### src/include/panel_params.svh
//##########################################################################
// size macros for the LED panel command controller
// framebuffer geometry, pixel width and brightness mask width
//##########################################################################

`ifndef PANEL_PARAMS_SVH
`define PANEL_PARAMS_SVH

// pixel address width, one flat address per pixel
`define PANEL_FB_ADDR_BITS 6

// pixels in the framebuffer
`define PANEL_PIXELS 64

// one pixel value
`define PANEL_PIXEL_BITS 8

// bits in the brightness mask
`define PANEL_BRIGHTNESS_LEVELS 6

`endif
### src/design/panel_pkg.sv
//##########################################################################
// shared types of the panel controller
// opcodes, vector typedefs and the structs passed between stages
//##########################################################################

package panel_pkg;

    `include "panel_params.svh"

    typedef logic [7:0] byte_t;
    typedef logic [`PANEL_FB_ADDR_BITS-1:0] fb_addr_t;
    typedef logic [`PANEL_PIXEL_BITS-1:0] pixel_t;
    typedef logic [`PANEL_BRIGHTNESS_LEVELS-1:0] brightness_t;

    // bit 0 red, bit 1 green, bit 2 blue
    typedef logic [2:0] rgb_enable_t;

    typedef enum logic [7:0] {
        RED_ENABLE       = 8'h01,
        RED_DISABLE      = 8'h02,
        GREEN_ENABLE     = 8'h03,
        GREEN_DISABLE    = 8'h04,
        BLUE_ENABLE      = 8'h05,
        BLUE_DISABLE     = 8'h06,
        BRIGHTNESS_ZERO  = 8'h10,
        BRIGHTNESS_ONE   = 8'h11,
        BRIGHTNESS_TWO   = 8'h12,
        BRIGHTNESS_THREE = 8'h13,
        BRIGHTNESS_FOUR  = 8'h14,
        BRIGHTNESS_FIVE  = 8'h15,
        BRIGHTNESS_SIX   = 8'h16,
        BRIGHTNESS_NINE  = 8'h19,
        READBRIGHTNESS   = 8'h20,
        BLANKPANEL       = 8'h21,
        FILLPANEL        = 8'h22,
        READPIXEL        = 8'h23
    } opcode_t;

    // decode to panel_settings
    typedef struct packed {
        logic    valid;
        opcode_t opcode;
        byte_t   arg;
    } settings_op_t;

    typedef enum logic [1:0] {
        NONE,
        BLANK,
        FILL,
        PIXEL
    } pixel_op_kind_t;

    // decode to frame_writer, any kind but NONE starts it
    typedef struct packed {
        pixel_op_kind_t kind;
        fb_addr_t       addr;
        pixel_t         colour;
    } pixel_req_t;

    // framebuffer write port
    typedef struct packed {
        logic     write_enable;
        fb_addr_t addr;
        pixel_t   data;
    } ram_write_t;

endpackage

### src/design/control_top.sv
//##########################################################################
// LED panel command controller, top level
// decode, settings and frame writer, result stage
//##########################################################################

module control_top (
    input  logic                   clk_in,
    input  logic                   reset,
    input  panel_pkg::byte_t       data_rx,
    input  logic                   data_ready_n,
    output panel_pkg::rgb_enable_t rgb_enable,
    output panel_pkg::brightness_t brightness,
    output panel_pkg::fb_addr_t    ram_address,
    output panel_pkg::pixel_t      ram_data_out,
    output logic                   ram_write_enable,
    output logic                   busy,
    output logic                   ready_for_data
);

    panel_pkg::settings_op_t settings_op;
    panel_pkg::pixel_req_t   pixel_req;
    panel_pkg::ram_write_t   ram_write;
    logic                    cmd_pending;
    logic                    settings_applied;
    logic                    sweep_active;

    control_decode i_decode (
        .clk_in        (clk_in),
        .reset         (reset),
        .data_rx       (data_rx),
        .data_ready_n  (data_ready_n),
        .ready_for_data(ready_for_data),
        .settings_op   (settings_op),
        .pixel_req     (pixel_req),
        .cmd_pending   (cmd_pending)
    );

    panel_settings i_settings (
        .clk_in          (clk_in),
        .reset           (reset),
        .settings_op     (settings_op),
        .rgb_enable      (rgb_enable),
        .brightness      (brightness),
        .settings_applied(settings_applied)
    );

    frame_writer i_writer (
        .clk_in      (clk_in),
        .reset       (reset),
        .pixel_req   (pixel_req),
        .ram_write   (ram_write),
        .sweep_active(sweep_active)
    );

    // ready_for_data loops back to decode from here
    control_result i_result (
        .clk_in          (clk_in),
        .reset           (reset),
        .ram_write       (ram_write),
        .sweep_active    (sweep_active),
        .cmd_pending     (cmd_pending),
        .settings_applied(settings_applied),
        .ram_address     (ram_address),
        .ram_data_out    (ram_data_out),
        .ram_write_enable(ram_write_enable),
        .busy            (busy),
        .ready_for_data  (ready_for_data)
    );

endmodule

### src/design/control_result.sv
//##########################################################################
// result stage
// registered write port, busy level and ready_for_data
//##########################################################################

module control_result (
    input  logic                  clk_in,
    input  logic                  reset,
    input  panel_pkg::ram_write_t ram_write,
    input  logic                  sweep_active,
    input  logic                  cmd_pending,
    input  logic                  settings_applied,
    output panel_pkg::fb_addr_t   ram_address,
    output panel_pkg::pixel_t     ram_data_out,
    output logic                  ram_write_enable,
    output logic                  busy,
    output logic                  ready_for_data
);

    logic last_write_out;

    // writes are back to back, so a write with the sweep already gone is the last
    assign last_write_out = ram_write_enable && !sweep_active;

    always_ff @(posedge clk_in) begin
        if (reset) begin
            ram_write_enable <= 1'b0;
            busy             <= 1'b0;
        end else begin
            ram_write_enable <= ram_write.write_enable;
            // new work wins over the end of the old one
            busy <= cmd_pending || (busy && !(last_write_out || settings_applied));
        end
    end

    always_ff @(posedge clk_in) begin
        ram_address  <= ram_write.addr;
        ram_data_out <= ram_write.data;
    end

    assign ready_for_data = !sweep_active && !ram_write_enable;

    a_quiet_after_reset: assert property (@(posedge clk_in)
        $past(reset) |-> !ram_write_enable);

endmodule

### src/design/frame_writer.sv
//##########################################################################
// framebuffer write generator
// blank and fill sweeps over all pixels, single pixel writes
//##########################################################################

module frame_writer (
    input  logic                  clk_in,
    input  logic                  reset,
    input  panel_pkg::pixel_req_t pixel_req,
    output panel_pkg::ram_write_t ram_write,
    output logic                  sweep_active
);

    `include "panel_params.svh"

    panel_pkg::pixel_op_kind_t kind_q;
    panel_pkg::fb_addr_t       addr_q;
    panel_pkg::pixel_t         colour_q;
    logic                      start;
    logic                      active;
    logic                      last;

    assign start  = pixel_req.kind != panel_pkg::NONE;
    assign active = kind_q != panel_pkg::NONE;

    // a pixel write is one cycle, a sweep ends on the top address
    assign last = (kind_q == panel_pkg::PIXEL)
               || (addr_q == panel_pkg::fb_addr_t'(`PANEL_PIXELS - 1));

    always_ff @(posedge clk_in) begin
        if (reset) begin
            kind_q <= panel_pkg::NONE;
        end else if (start) begin
            kind_q <= pixel_req.kind;
        end else if (active && last) begin
            kind_q <= panel_pkg::NONE;
        end
    end

    always_ff @(posedge clk_in) begin
        if (start) begin
            if (pixel_req.kind == panel_pkg::PIXEL) begin
                addr_q <= pixel_req.addr;
            end else begin
                addr_q <= '0;
            end
            if (pixel_req.kind == panel_pkg::BLANK) begin
                colour_q <= '0;
            end else begin
                colour_q <= pixel_req.colour;
            end
        end else if (active && !last) begin
            addr_q <= addr_q + 1'b1;
        end
    end

    assign ram_write = '{write_enable: active, addr: addr_q, data: colour_q};

    // also covers the request cycle so no byte slips in before the sweep
    assign sweep_active = active || start;

    a_no_idle_write: assert property (@(posedge clk_in) disable iff (reset)
        ram_write.write_enable |-> $past(sweep_active));

    // decode and result must hold off new requests until the sweep is done
    a_no_overlap: assert property (@(posedge clk_in) disable iff (reset)
        start |-> !active);

endmodule

### src/design/panel_settings.sv
//##########################################################################
// panel settings registers
// colour channel enables and brightness mask
//##########################################################################

module panel_settings (
    input  logic                    clk_in,
    input  logic                    reset,
    input  panel_pkg::settings_op_t settings_op,
    output panel_pkg::rgb_enable_t  rgb_enable,
    output panel_pkg::brightness_t  brightness,
    output logic                    settings_applied
);

    `include "panel_params.svh"

    logic [2:0]             step_k;
    panel_pkg::brightness_t step_mask;

    // step opcodes 0x11..0x16 carry k in their low bits
    assign step_k    = settings_op.opcode[2:0];
    assign step_mask = panel_pkg::brightness_t'(1) << (`PANEL_BRIGHTNESS_LEVELS - step_k);

    always_ff @(posedge clk_in) begin
        if (reset) begin
            rgb_enable       <= '1;
            brightness       <= '1;
            settings_applied <= 1'b0;
        end else begin
            settings_applied <= 1'b0;
            if (settings_op.valid) begin
                case (settings_op.opcode)
                    panel_pkg::RED_ENABLE: rgb_enable[0] <= 1'b1;
                    panel_pkg::RED_DISABLE: rgb_enable[0] <= 1'b0;
                    panel_pkg::GREEN_ENABLE: rgb_enable[1] <= 1'b1;
                    panel_pkg::GREEN_DISABLE: rgb_enable[1] <= 1'b0;
                    panel_pkg::BLUE_ENABLE: rgb_enable[2] <= 1'b1;
                    panel_pkg::BLUE_DISABLE: rgb_enable[2] <= 1'b0;
                    panel_pkg::BRIGHTNESS_ZERO: brightness <= '0;
                    panel_pkg::BRIGHTNESS_ONE,
                    panel_pkg::BRIGHTNESS_TWO,
                    panel_pkg::BRIGHTNESS_THREE,
                    panel_pkg::BRIGHTNESS_FOUR,
                    panel_pkg::BRIGHTNESS_FIVE,
                    panel_pkg::BRIGHTNESS_SIX: brightness <= brightness ^ step_mask;
                    panel_pkg::BRIGHTNESS_NINE: brightness <= '1;
                    panel_pkg::READBRIGHTNESS: begin
                        // low bits of the argument byte
                        brightness       <= panel_pkg::brightness_t'(settings_op.arg);
                        settings_applied <= 1'b1;
                    end
                    default: ;
                endcase
            end
        end
    end

endmodule

### src/design/control_decode.sv
//##########################################################################
// command byte decoder
// opcode FSM, argument collection, settings ops and pixel requests
//##########################################################################

module control_decode (
    input  logic                    clk_in,
    input  logic                    reset,
    input  panel_pkg::byte_t        data_rx,
    input  logic                    data_ready_n,
    input  logic                    ready_for_data,
    output panel_pkg::settings_op_t settings_op,
    output panel_pkg::pixel_req_t   pixel_req,
    output logic                    cmd_pending
);

    typedef enum logic [2:0] {
        IDLE,
        WAIT_BRIGHTNESS,
        WAIT_FILL_COLOUR,
        WAIT_PIXEL_ADDR,
        WAIT_PIXEL_COLOUR
    } decode_state_t;

    decode_state_t             state;
    panel_pkg::opcode_t        opcode;
    logic                      accept;
    logic                      multi_byte;
    logic                      settings_opcode;

    // registered outputs
    logic                      op_valid;
    panel_pkg::opcode_t        op_opcode;
    panel_pkg::byte_t          op_arg;
    panel_pkg::pixel_op_kind_t req_kind;
    panel_pkg::fb_addr_t       req_addr;
    panel_pkg::pixel_t         req_colour;

    // address byte of READPIXEL, held until its colour arrives
    panel_pkg::fb_addr_t       pixel_addr;

    assign accept = !data_ready_n && ready_for_data;
    assign opcode = panel_pkg::opcode_t'(data_rx);

    assign multi_byte = opcode inside {panel_pkg::READBRIGHTNESS, panel_pkg::BLANKPANEL,
                                       panel_pkg::FILLPANEL, panel_pkg::READPIXEL};
    assign settings_opcode = opcode inside {
        [panel_pkg::RED_ENABLE : panel_pkg::BLUE_DISABLE],
        [panel_pkg::BRIGHTNESS_ZERO : panel_pkg::BRIGHTNESS_SIX],
        panel_pkg::BRIGHTNESS_NINE
    };

    always_ff @(posedge clk_in) begin
        if (reset) begin
            state    <= IDLE;
            op_valid <= 1'b0;
            req_kind <= panel_pkg::NONE;
        end else begin
            op_valid <= 1'b0;
            req_kind <= panel_pkg::NONE;
            if (accept) begin
                case (state)
                    IDLE: begin
                        op_valid <= settings_opcode;
                        case (opcode)
                            panel_pkg::READBRIGHTNESS: state <= WAIT_BRIGHTNESS;
                            panel_pkg::BLANKPANEL: req_kind <= panel_pkg::BLANK;
                            panel_pkg::FILLPANEL: state <= WAIT_FILL_COLOUR;
                            panel_pkg::READPIXEL: state <= WAIT_PIXEL_ADDR;
                            // unknown bytes fall through, nothing happens
                            default: ;
                        endcase
                    end
                    WAIT_BRIGHTNESS: begin
                        op_valid <= 1'b1;
                        state    <= IDLE;
                    end
                    WAIT_FILL_COLOUR: begin
                        req_kind <= panel_pkg::FILL;
                        state    <= IDLE;
                    end
                    WAIT_PIXEL_ADDR: state <= WAIT_PIXEL_COLOUR;
                    WAIT_PIXEL_COLOUR: begin
                        req_kind <= panel_pkg::PIXEL;
                        state    <= IDLE;
                    end
                    default: state <= IDLE;
                endcase
            end
        end
    end

    // payload, only meaningful alongside op_valid or req_kind
    always_ff @(posedge clk_in) begin
        if (accept) begin
            op_opcode  <= (state == IDLE) ? opcode : panel_pkg::READBRIGHTNESS;
            op_arg     <= data_rx;
            req_addr   <= pixel_addr;
            req_colour <= data_rx;
            if (state == WAIT_PIXEL_ADDR) begin
                pixel_addr <= panel_pkg::fb_addr_t'(data_rx);
            end
        end
    end

    assign settings_op = '{valid: op_valid, opcode: op_opcode, arg: op_arg};
    assign pixel_req   = '{kind: req_kind, addr: req_addr, colour: req_colour};

    // long command in flight somewhere between here and the execute stage
    assign cmd_pending = (state == IDLE && accept && multi_byte)
                      || (state != IDLE)
                      || (req_kind != panel_pkg::NONE)
                      || (op_valid && op_opcode == panel_pkg::READBRIGHTNESS);

    a_one_target: assert property (@(posedge clk_in) disable iff (reset)
        !(settings_op.valid && pixel_req.kind != panel_pkg::NONE));

endmodule

### config.mk
export PLATFORM = sky130hd
export DESIGN_NAME = control_top
export DESIGN_NICKNAME = d
export VERILOG_FILES = /design/src/design/panel_pkg.sv /design/src/design/control_top.sv /design/src/design/control_result.sv /design/src/design/frame_writer.sv /design/src/design/panel_settings.sv /design/src/design/control_decode.sv
export VERILOG_INCLUDE_DIRS = /design/src /design/src/include
export SDC_FILE = /design/constraint.sdc
export NUM_CORES = 1
export LEC_CHECK = 0
export BUFFER_PORTS_ARGS = -buffer_cell sky130_fd_sc_hd__buf_4
export CAP_MARGIN = 0
export CORE_MARGIN = 2
export CORE_UTILIZATION = 45
export CTS_CLUSTER_SIZE = 20
export DETAILED_ROUTE_END_ITERATION = 10
export PLACE_DENSITY_LB_ADDON = 0.2
export SLEW_MARGIN = 20
export SYNTH_ARGS = -nofsm -noshare
export SYNTH_HDL_FRONTEND = slang
export SYNTH_HIERARCHICAL = 1
export SYNTH_SLANG_ARGS = --single-unit
### constraint.sdc
create_clock -name clk_in -period 3.15 [get_ports clk_in]
set_input_delay 0.315 -clock clk_in [delete_from_list [all_inputs] [get_ports clk_in]]
set_output_delay 0.315 -clock clk_in [all_outputs]
set_load 0.005 [all_outputs]
==> reports/qor.csv, run 1 <==
stage;metric;value;unit
synth;yosys_warnings;6;
floorplanning;fp-row-count;31;
critical_path;path_max_fanout;23;
synth;synth_cells;286;
cts;h-tree-depth;3;
global_route;use_met3;0.03509;
cells_and_area;nets;336;
cts;clkLatencyLatePin;0.35;ns
pwr;leakage;0.001439;µW
floorplanning;chipHeight;89.52;µm
critical_path;path_class;flip-flop to flip-flop;
critical_path;critPathCaptureType;flip-flop;
critical_path;startpoint_type;flip-flop;
drt;wl_per_cell;14.52;µm
critical_path;reg2regPathDepth;7;
cts;cts-root-buf;clkbuf_8;
global_route;met2_usage;0.2438;
hold_path;hold_path.class;input port to flip-flop;
sta;fmax;415.0;MHz
drt;vias_per_cell;5.213;
sta;finalMaxSlewViolations;0;
placement;place_congestion;0.8003;
global_route;grt-busiest-layer;met1;
placement;io_buffers;36;
cells_and_area;antenna_cells;0;
sta;fin_crit_sh;0.7650;
sta;setup_violations;0;
drt;drc;0;
drt;drt_iter0_markers;103;
critical_path;startpoint;i_writer/kind_q[1]$_SDFFE_PP0P_;
cts;cts_sinks;76;
outcome;status;finished clean;
global_route;grt_pass1_vias;2032;
global_route;antenna_found_initial;0;
sta;worst_slack;0.7402;ns
drt;antenna_left;0;
cts;cts_made_buffers;9;
floorplanning;die_x;89.52;µm
critical_path;slowest_stage;inv_1;
cells_and_area;final_common_cell;edfxtp_1;
critical_path;crit_family;simple AND/OR/NAND/NOR gates;
global_route;grt_use_met1;0.2442;
cells_and_area;area_delta_synth_final;15.44;%
cts;cts_buffer_depth;2;
critical_path;r2r_end;i_decode/state[0]$_SDFFE_PP0P_;
global_route;grt_pass1_wl;10.06;mm
drt;wirelength;6.142;mm
run;maxCapViolations;0;
critical_path;cpPeakStageDelay;0.67;ns
critical_path;crit_cells;7;
global_route;grt_use_total;0.1702;
cells_and_area;layout-drive-gt1-share;0.1975;
critical_path;r2r_slack;0.74;ns
floorplanning;fp.dieArea;8013;µm²
drt;drt_first_pass_iters;4;
sta;tightest_slew;0.8753;ns
critical_path;cp.arrival;2.64;ns
cts;post_cts_resized;0;
sta;clock_skew;0.009609;ns
cts;hold_buffers;0;
critical_path;r2r-start;i_writer/kind_q[1]$_SDFFE_PP0P_;
sta;slew_headroom;0.4103;
critical_path;endpoint;i_decode/state[0]$_SDFFE_PP0P_;
global_route;grt_max_degree;24;
placement;pre_cts_ws;0.7683;ns
cts;cts_tree;built;
sta;fin_setup_tns;0;ns
sta;rsz0062_at_grt;no;
pwr;p_per_area;499.8;nW/µm²
critical_path;path_buf_inv;1;
floorplanning;io_pins;37;
critical_path;path_cells;or2_1, or3_1, nor2_1, nand2b_1, inv_1, nand4_1, nor4b_2;
drt;vias;2205;
cells_and_area;final_cell_mix;edfxtp_1 (42), buf_4 (36), dfxtp_1 (34), nand2_1 (24), inv_1 (19);
synth;synth.avg_cell_area;11.51;µm²
sta;final_hold_viol_count;0;
placement;hpwl;4.357;mm
pwr;ir_worst_vdd;0.2943;mV
floorplanning;core;7176;µm²
cts;cts.clk_slew.worst_paths;0.08;ns
synth;syn_area;3291;µm²
synth;synthesis.nets;303;
floorplanning;initial_core_util;0.4586;
cts;postCtsSetupBuffers;0;
global_route;grt_overflow_total;0;
critical_path;required;3.38;ns
sta;period_minus_slack;2.410;ns
-- worst min path at each step --
stage	startpoint	cells past startpoint	to	slack [ns]
finish	data_rx[7]	1	i_decode/req_colour[7]$_DFFE_PP_	0.18
global route	data_rx[6]	1	i_decode/req_colour[6]$_DFFE_PP_	0.18
CTS	data_rx[7]	1	i_decode/req_colour[7]$_DFFE_PP_	0.17
global placement	i_writer/colour_q[0]$_SDFFCE_PN0N_	0	i_result/ram_data_out[0]$_DFF_P_	0.33
floorplan	i_writer/colour_q[0]$_SDFFCE_PN0N_	0	i_result/ram_data_out[0]$_DFF_P_	0.32
detailed placement	i_writer/colour_q[5]$_SDFFCE_PN0N_	0	i_result/ram_data_out[5]$_DFF_P_	0.33
-- through the flow --
stage | utilization | hold slack, ns | cell area [µm²] | std cells | power [µW]
6_report | 0.5294 | 0.1788 | 3799 | 423 | 1899
5_1_grt | 0.5294 | 0.1761 | 3799 | 423 | 1978
4_1_cts | 0.5294 | 0.1657 | 3799 | 423 | 1918
3_5_place_dp | 0.5008 | 0.3269 | 3593 | 407 | 1185
3_3_place_gp | 0.5008 | 0.3265 | 3593 | 407 | 1183
2_1_floorplan | - | 0.3233 | 3291 | 286 | 1151
-- flip-flops by register name (all words and copies together), names as in the netlist, 2 cells and up --
| signal | cells |
|---|---|
| i_result/ram_data_out | 8 |
| i_decode/req_colour | 8 |
| i_decode/op_opcode | 8 |
| i_decode/req_kind | 2 |
| i_writer/colour_q | 8 |
| i_result/ram_address | 6 |
| i_decode/pixel_addr | 6 |
| i_decode/state | 3 |
| i_writer/addr_q | 6 |
| i_writer/kind_q | 2 |
| i_settings/brightness | 6 |
| i_settings/rgb_enable | 3 |
| i_decode/req_addr | 6 |
-- layer usage --
layer / wire, µm / part of all wire / vias up
met5: 0 / 0 / -
met4: 119 / 0.019 / 0
met3: 246 / 0.040 / 10
met2: 2826 / 0.46 / 52
met1: 2949 / 0.48 / 1039
li1: - / - / 1104
-- worst reg2reg max path: cells and delay by family, from the launching register on --
| family | cells | cell delay, ns |
|---|---|---|
| flops | 1 | 0.34 |
| simple gates | 6 | 1.28 |
| buf+inv | 1 | 0.67 |
-- cell type report --
| class | instances | area, µm² |
|---|---|---|
| clock buffers | 12 | 177.7 |
| clock inverters | 4 | 27.53 |
| fillers | 644 | 3377 |
| inverters | 19 | 71.32 |
| multi-input cells | 177 | 1186 |
| flip-flops and latches | 76 | 1942 |
| well taps | 99 | 123.9 |
| repair buffers | 36 | 270.3 |
-- power breakdown --
part | switching (µW) | total [µW] | internal, µW | leakage, µW
Sequential | 12.6 | 1070 | 1060 | 0.000674
Combinational | 53.8 | 89.7 | 35.9 | 0.000662
Clock | 353 | 736 | 383 | 0.000103
Note: power is estimated with default switching activity, not from simulation.
==> run 2: changes to the inputs <==
==> constraint.sdc (replaced) <==
create_clock -name clk_in -period 2 [get_ports clk_in]
set_input_delay 0.2 -clock clk_in [delete_from_list [all_inputs] [get_ports clk_in]]
set_output_delay 0.2 -clock clk_in [all_outputs]
set_load 0.005 [all_outputs]
==> run 2 against run 1 <==
  * Clock power is 79% higher
  * Sequential cell count stayed put
  * Wire length is 1.5% higher
  * Non-clock buffer count is 12 higher
  * Cell count is 2.8% higher
  * Final area is 4.1% higher
  * Core utilization is 2.2 points higher
  * Total power is 67% higher
  * First-iteration DRC count is 3.9% lower
  * Count of clock-buffer cells in the layout is 1 lower
  * Sequential power is 58% higher
  * Setup slack worse by 0.62 ns
  * Critical path type unchanged
==> reports/qor.csv, run 2 (synthesized netlist as in run 1, its figures left out) <==
stage;metric;value;unit;change
global_route;antenna_found_initial;0;;unchanged
drt;wirelength;6.233;mm;+1.5%
floorplanning;fp-row-count;31;;unchanged
critical_path;cp.arrival;1.92;ns;-0.72 ns
sta;finalMaxSlewViolations;0;;unchanged
sta;final_hold_viol_count;0;;unchanged
drt;drc;0;;unchanged
critical_path;path_class;flip-flop to flip-flop;;
placement;io_buffers;36;;unchanged
placement;place_congestion;0.7757;;-3.1%
drt;antenna_left;0;;unchanged
pwr;leakage;0.001515;µW;+5.3%
cts;cts-root-buf;clkbuf_8;;
sta;setup_violations;0;;unchanged
floorplanning;io_pins;37;;unchanged
floorplanning;fp.dieArea;8013;µm²;unchanged
pwr;ir_worst_vdd;0.4643;mV;+58%
critical_path;path_max_fanout;6;;-74%
critical_path;r2r_slack;0.12;ns;-0.62 ns
cts;h-tree-depth;3;;unchanged
outcome;status;finished clean;;
floorplanning;initial_core_util;0.4586;;unchanged
floorplanning;die_x;89.52;µm;unchanged
drt;vias_per_cell;5.051;;-3.1%
hold_path;hold_path.class;input port to flip-flop;;
cells_and_area;nets;348;;+3.6%
critical_path;r2r_end;i_decode/pixel_addr[3]$_DFFE_PP_;;
sta;hold_ws;0.09112;ns;-0.08765 ns
global_route;grt_max_degree;18;;-25%
cts;cts_made_buffers;9;;unchanged
placement;hpwl;4.504;mm;+3.4%
cts;cts_sinks;76;;unchanged
pwr;p_per_area;802.3;nW/µm²;+61%
sta;rsz0062_at_grt;no;;
sta;fin_crit_sh;0.9386;;+0.1736
sta;clock_skew;0.01264;ns;+0.003036 ns
sta;tightest_slew;0.4929;ns;-0.3824 ns
critical_path;startpoint_type;flip-flop;;
sta;period_minus_slack;1.877;ns;-0.5325 ns
run;maxCapViolations;0;;unchanged
global_route;grt_overflow_total;0;;unchanged
drt;drt_first_pass_iters;4;;unchanged
critical_path;r2r-start;i_writer/kind_q[1]$_SDFFE_PP0P_;;
hold_path;holdCritStartpoint;data_rx[6];;
cells_and_area;final_cell_mix;buf_4 (47), edfxtp_1 (42), dfxtp_1 (34), nand2_1 (24), inv_1 (17);;
floorplanning;core;7176;µm²;unchanged
hold_path;min_to;i_decode/req_colour[6]$_DFFE_PP_;;
cts;clkLatencyLatePin;0.33;ns;-0.02 ns
sta;fin_setup_tns;0;ns;unchanged
cells_and_area;area_delta_synth_final;20.15;%;
critical_path;critPathCaptureType;flip-flop;;
critical_path;reg2regPathDepth;6;;-1
critical_path;required;2.04;ns;-1.34 ns
global_route;grt_pass1_wl;10.37;mm;+3.1%
cts;cts_buffer_depth;2;;unchanged
hold_path;whs_path_depth;1;;unchanged
sta;fmax;532.7;MHz;+28%
cells_and_area;layout-drive-gt1-share;0.2500;;+0.05247
global_route;grt_pass1_vias;2085;;+2.6%
global_route;grt_use_total;0.1732;;+0.003004
drt;wl_per_cell;14.33;µm;-1.3%
cells_and_area;final_common_cell;buf_4;;
cts;cts_tree;built;;
drt;drt_iter0_markers;99;;-3.9%
floorplanning;chipHeight;89.52;µm;unchanged
cts;hold_buffers;0;;unchanged
sta;slew_headroom;0.6708;;+0.2604
drt;vias;2197;;-0.36%
cells_and_area;antenna_cells;0;;unchanged
cts;cts.clk_slew.worst_paths;0.08;ns;about the same
[run 2: worst max-delay path, stage by stage, from the launching register on]
cell	delay [ns]
dfxtp_1	0.32
or2_1	0.24
or3_1	0.35
nor2_2	0.16
nor3b_2	0.21
nand3_1	0.14
inv_2	0.15
[run 2: repair_timing]
action	in CTS	in global routing
setup endpoints to repair	0	35
hold endpoints to repair	0	0
gates resized for setup	0	7
buffers inserted	0	1
[run 2: per-layer routing]
layer  track usage  vias to the layer above  part of all wire  wire, µm
li1              -                     1128                 -         -
met3       0.03509                        6             0.037       229
met4       0.07327                        0             0.014        88
met2        0.2566                       41              0.46      2839
met1        0.2473                     1022              0.49      3076
met5             0                        -                 0         0
[run 2: where the power goes]
part	leakage, µW	total (µW)	switching, µW	internal, µW
Sequential	0.000674	1690	18.2	1670
Clock	0.000119	1320	543	781
Combinational	0.000722	161	90.6	70.3
Total	0.00151	3170	651	2520
[run 2: worst max path at each step]
stage / start / end / depth (start not counted)
2_1_floorplan: i_writer/kind_q[1]$_SDFFE_PP0P_ / i_decode/state[0]$_SDFFE_PP0P_ / 7
3_3_place_gp: i_writer/kind_q[1]$_SDFFE_PP0P_ / i_decode/pixel_addr[0]$_DFFE_PP_ / 6
3_5_place_dp: i_writer/kind_q[1]$_SDFFE_PP0P_ / i_decode/pixel_addr[4]$_DFFE_PP_ / 6
4_1_cts: i_writer/kind_q[1]$_SDFFE_PP0P_ / i_decode/pixel_addr[3]$_DFFE_PP_ / 6
5_1_grt: i_writer/kind_q[1]$_SDFFE_PP0P_ / i_decode/pixel_addr[3]$_DFFE_PP_ / 6
6_report: i_writer/kind_q[1]$_SDFFE_PP0P_ / i_decode/pixel_addr[3]$_DFFE_PP_ / 6
[run 2: cell type report]
type	instances	area [µm²]
repair buffers	48	372.9
fillers	630	3222
well taps	99	123.9
multi-input cells	177	1205
clock inverters	5	82.58
inverters	19	75.07
clock buffers	11	152.6
flip-flops and latches	76	1942
[run 2: stage by stage]
stage / util / setup slack (ns) / instances / total power (µW) / cell area [µm²]
finish: 0.5510 / 0.1227 / 435 / 3172 / 3954
global route: 0.5510 / 0.01800 / 435 / 3295 / 3954
CTS: 0.5473 / 0.01400 / 434 / 3198 / 3928
detailed placement: 0.5146 / 0.03554 / 418 / 1880 / 3692
global placement: 0.5146 / 0.1076 / 418 / 1878 / 3692
floorplan: - / 0.06424 / 286 / 1813 / 3294
==> run 3: changes to the inputs <==
==> constraint.sdc (replaced) <==
create_clock -name clk_in -period 2 [get_ports clk_in]
set_input_delay 0 -clock clk_in [delete_from_list [all_inputs] [get_ports clk_in]]
set_output_delay 0 -clock clk_in [all_outputs]
set_load 0.005 [all_outputs]
==> run 3 against run 2 <==
  * Register-to-register slack lost 0.02 ns
  * Core utilization grew 1.3 points
  * Combinational power grew 8%
  * Cell count grew 2.1%
  * Sequential cell count is the same
  * Setup slack lost 0.019 ns
  * Sequential share of layout area shrank 1.1 points
==> reports/qor.csv, run 3 (synthesized netlist as in run 1, its figures left out) <==
stage;metric;value;unit;change
cts;cts.clk_slew.worst_paths;0.08;ns;about the same
pwr;p_comb_frac;0.055;;+0.004
global_route;antenna_found_initial;0;;unchanged
sta;tightest_slew;0.4906;ns;-0.002235 ns
cts;cts_made_buffers;9;;unchanged
pwr;swShare;0.2056;;+0.0002145
critical_path;critPathCaptureType;flip-flop;;
sta;final_hold_viol_count;0;;unchanged
cts;clkLatencyLatePin;0.33;ns;about the same
sta;fin_crit_sh;0.9481;;+0.009456
drt;wirelength;6.286;mm;+0.85%
pwr;ir_worst_vdd;0.4659;mV;+0.35%
cells_and_area;layout-drive-gt1-share;0.2435;;-0.006522
floorplanning;chipHeight;89.52;µm;unchanged
critical_path;path_max_fanout;6;;unchanged
floorplanning;die_x;89.52;µm;unchanged
critical_path;required;2.04;ns;about the same
run;maxCapViolations;0;;unchanged
cells_and_area;final_common_cell;buf_4;;
critical_path;startpoint_type;flip-flop;;
cts;cts_buffer_depth;2;;unchanged
drt;drt_iter0_markers;99;;unchanged
sta;period_minus_slack;1.896;ns;+0.01891 ns
placement;io_buffers;36;;unchanged
critical_path;cp.arrival;1.94;ns;+0.02 ns
sta;rsz0062_at_grt;no;;
global_route;grt_pass1_vias;2105;;+0.96%
cells_and_area;area_delta_synth_final;22.89;%;
global_route;grt_overflow_total;0;;unchanged
global_route;grt_pass1_wl;10.41;mm;+0.34%
cells_and_area;fillers;618;;-1.9%
global_route;grt_use_total;0.1736;;+0.0003878
cells_and_area;nets;357;;+2.6%
cts;cts_sinks;76;;unchanged
pwr;internal_power;2532;µW;+0.45%
placement;pre_cts_ws;0.03554;ns;unchanged
drt;vias_per_cell;5.007;;-0.87%
drt;drt_first_pass_iters;4;;unchanged
sta;setup_violations;0;;unchanged
cts;cts_tree;built;;
critical_path;path_class;flip-flop to flip-flop;;
outcome;status;finished clean;;
sta;fmax;527.4;MHz;-1.0%
hold_path;hold_path.class;input port to flip-flop;;
cts;h-tree-depth;3;;unchanged
floorplanning;core;7176;µm²;unchanged
cells_and_area;antenna_cells;0;;unchanged
floorplanning;io_pins;37;;unchanged
floorplanning;fp.dieArea;8013;µm²;unchanged
pwr;leakage;0.001552;µW;+2.5%
floorplanning;initial_core_util;0.4586;;unchanged
global_route;grt_max_degree;18;;unchanged
sta;slew_headroom;0.6722;;+0.001493
placement;hpwl;4.504;mm;unchanged
pwr;clkPwrFrac;0.416;;about the same
cts;cts-root-buf;clkbuf_8;;
cells_and_area;final_cell_mix;buf_4 (47), edfxtp_1 (42), dfxtp_1 (34), nand2_1 (24), inv_1 (17);;
drt;antenna_left;0;;unchanged
floorplanning;fp-row-count;31;;unchanged
cells_and_area;fin_util;0.5636;;+0.01255
sta;worst_slack;0.1038;ns;-0.01891 ns
drt;wl_per_cell;14.16;µm;-1.2%
pwr;p_seq_frac;0.529;;-0.003
drt;drc;0;;unchanged
drt;vias;2223;;+1.2%
sta;clock_skew;0.01304;ns;+0.0003909 ns
sta;fin_setup_tns;0;ns;unchanged
pwr;p_per_area;788.2;nW/µm²;-1.8%
pwr;p_switching;655.2;µW;+0.58%
placement;place_congestion;0.7757;;unchanged
sta;finalMaxSlewViolations;0;;unchanged
==> run 3: changes by cell type in the layout (fill, tap and decap cells not counted), sizes merged <==
cell	before	now
dlygate4sd3	0	9
==> run 3: worst paths after layout <==
kind | startpoint | to | slack (ns) | cells past startpoint
setup reg to reg | i_writer/kind_q[1]$_SDFFE_PP0P_ | i_decode/pixel_addr[3]$_DFFE_PP_ | 0.10 | 6
hold reg to reg | i_writer/colour_q[1]$_SDFFCE_PN0N_ | i_result/ram_data_out[1]$_DFF_P_ | 0.34 | 0
setup / recovery | i_writer/kind_q[1]$_SDFFE_PP0P_ | i_decode/pixel_addr[3]$_DFFE_PP_ | 0.10 | 6
hold / removal | data_ready_n | i_decode/state[2]$_SDFFE_PP0P_ | 0.04 | 4
==> run 3: cell type report <==
class,count,area [µm²],share of cell area
flip-flops and latches,76,1942,0.4802
multi-input cells,177,1205,0.2980
repair buffers,57,462.9,0.1145
clock buffers,11,152.6,0.03775
well taps,99,123.9,0.03063
clock inverters,5,82.58,0.02042
inverters,19,75.07,0.01856
==> run 3: layer usage <==
layer	GRT usage	routed length, µm
met4	0.07191	69
met2	0.2599	2887
met1	0.2462	3102
met3	0.03509	227
met5	0	0
==> run 3: repair_timing <==
action	in CTS	in global routing
setup buffers	0	1
setup endpoints to repair	0	35
hold buffers	9	0
endpoints found under the hold margin	20	0
gates resized for setup	0	7
==> run 3: power groups by stage <==
stage	Clock (µW)	Sequential, µW	Combinational [µW]
2_1_floorplan	0	1720	96.0
3_3_place_gp	0	1720	155
3_5_place_dp	0	1720	157
4_1_cts	1350	1690	171
5_1_grt	1420	1690	195
6_report	1330	1690	174
==> run 3: critical path, cell delays in order, from the launching register on <==
cell	delay, ns
dfxtp_1	0.32
or2_1	0.24
or3_1	0.36
nor2_2	0.17
nor3b_2	0.22
nand3_1	0.15
inv_2	0.16
==> run 3: per-stage QoR <==
stage	cell area, µm²	hold WS [ns]	total power [µW]	instances
floorplan	3294	0.06907	1813	286
CTS	4018	0.02143	3211	443
global route	4044	0.05664	3310	444
global placement	3692	0.2167	1878	418
finish	4044	0.04428	3187	444
detailed placement	3692	0.2226	1880	418
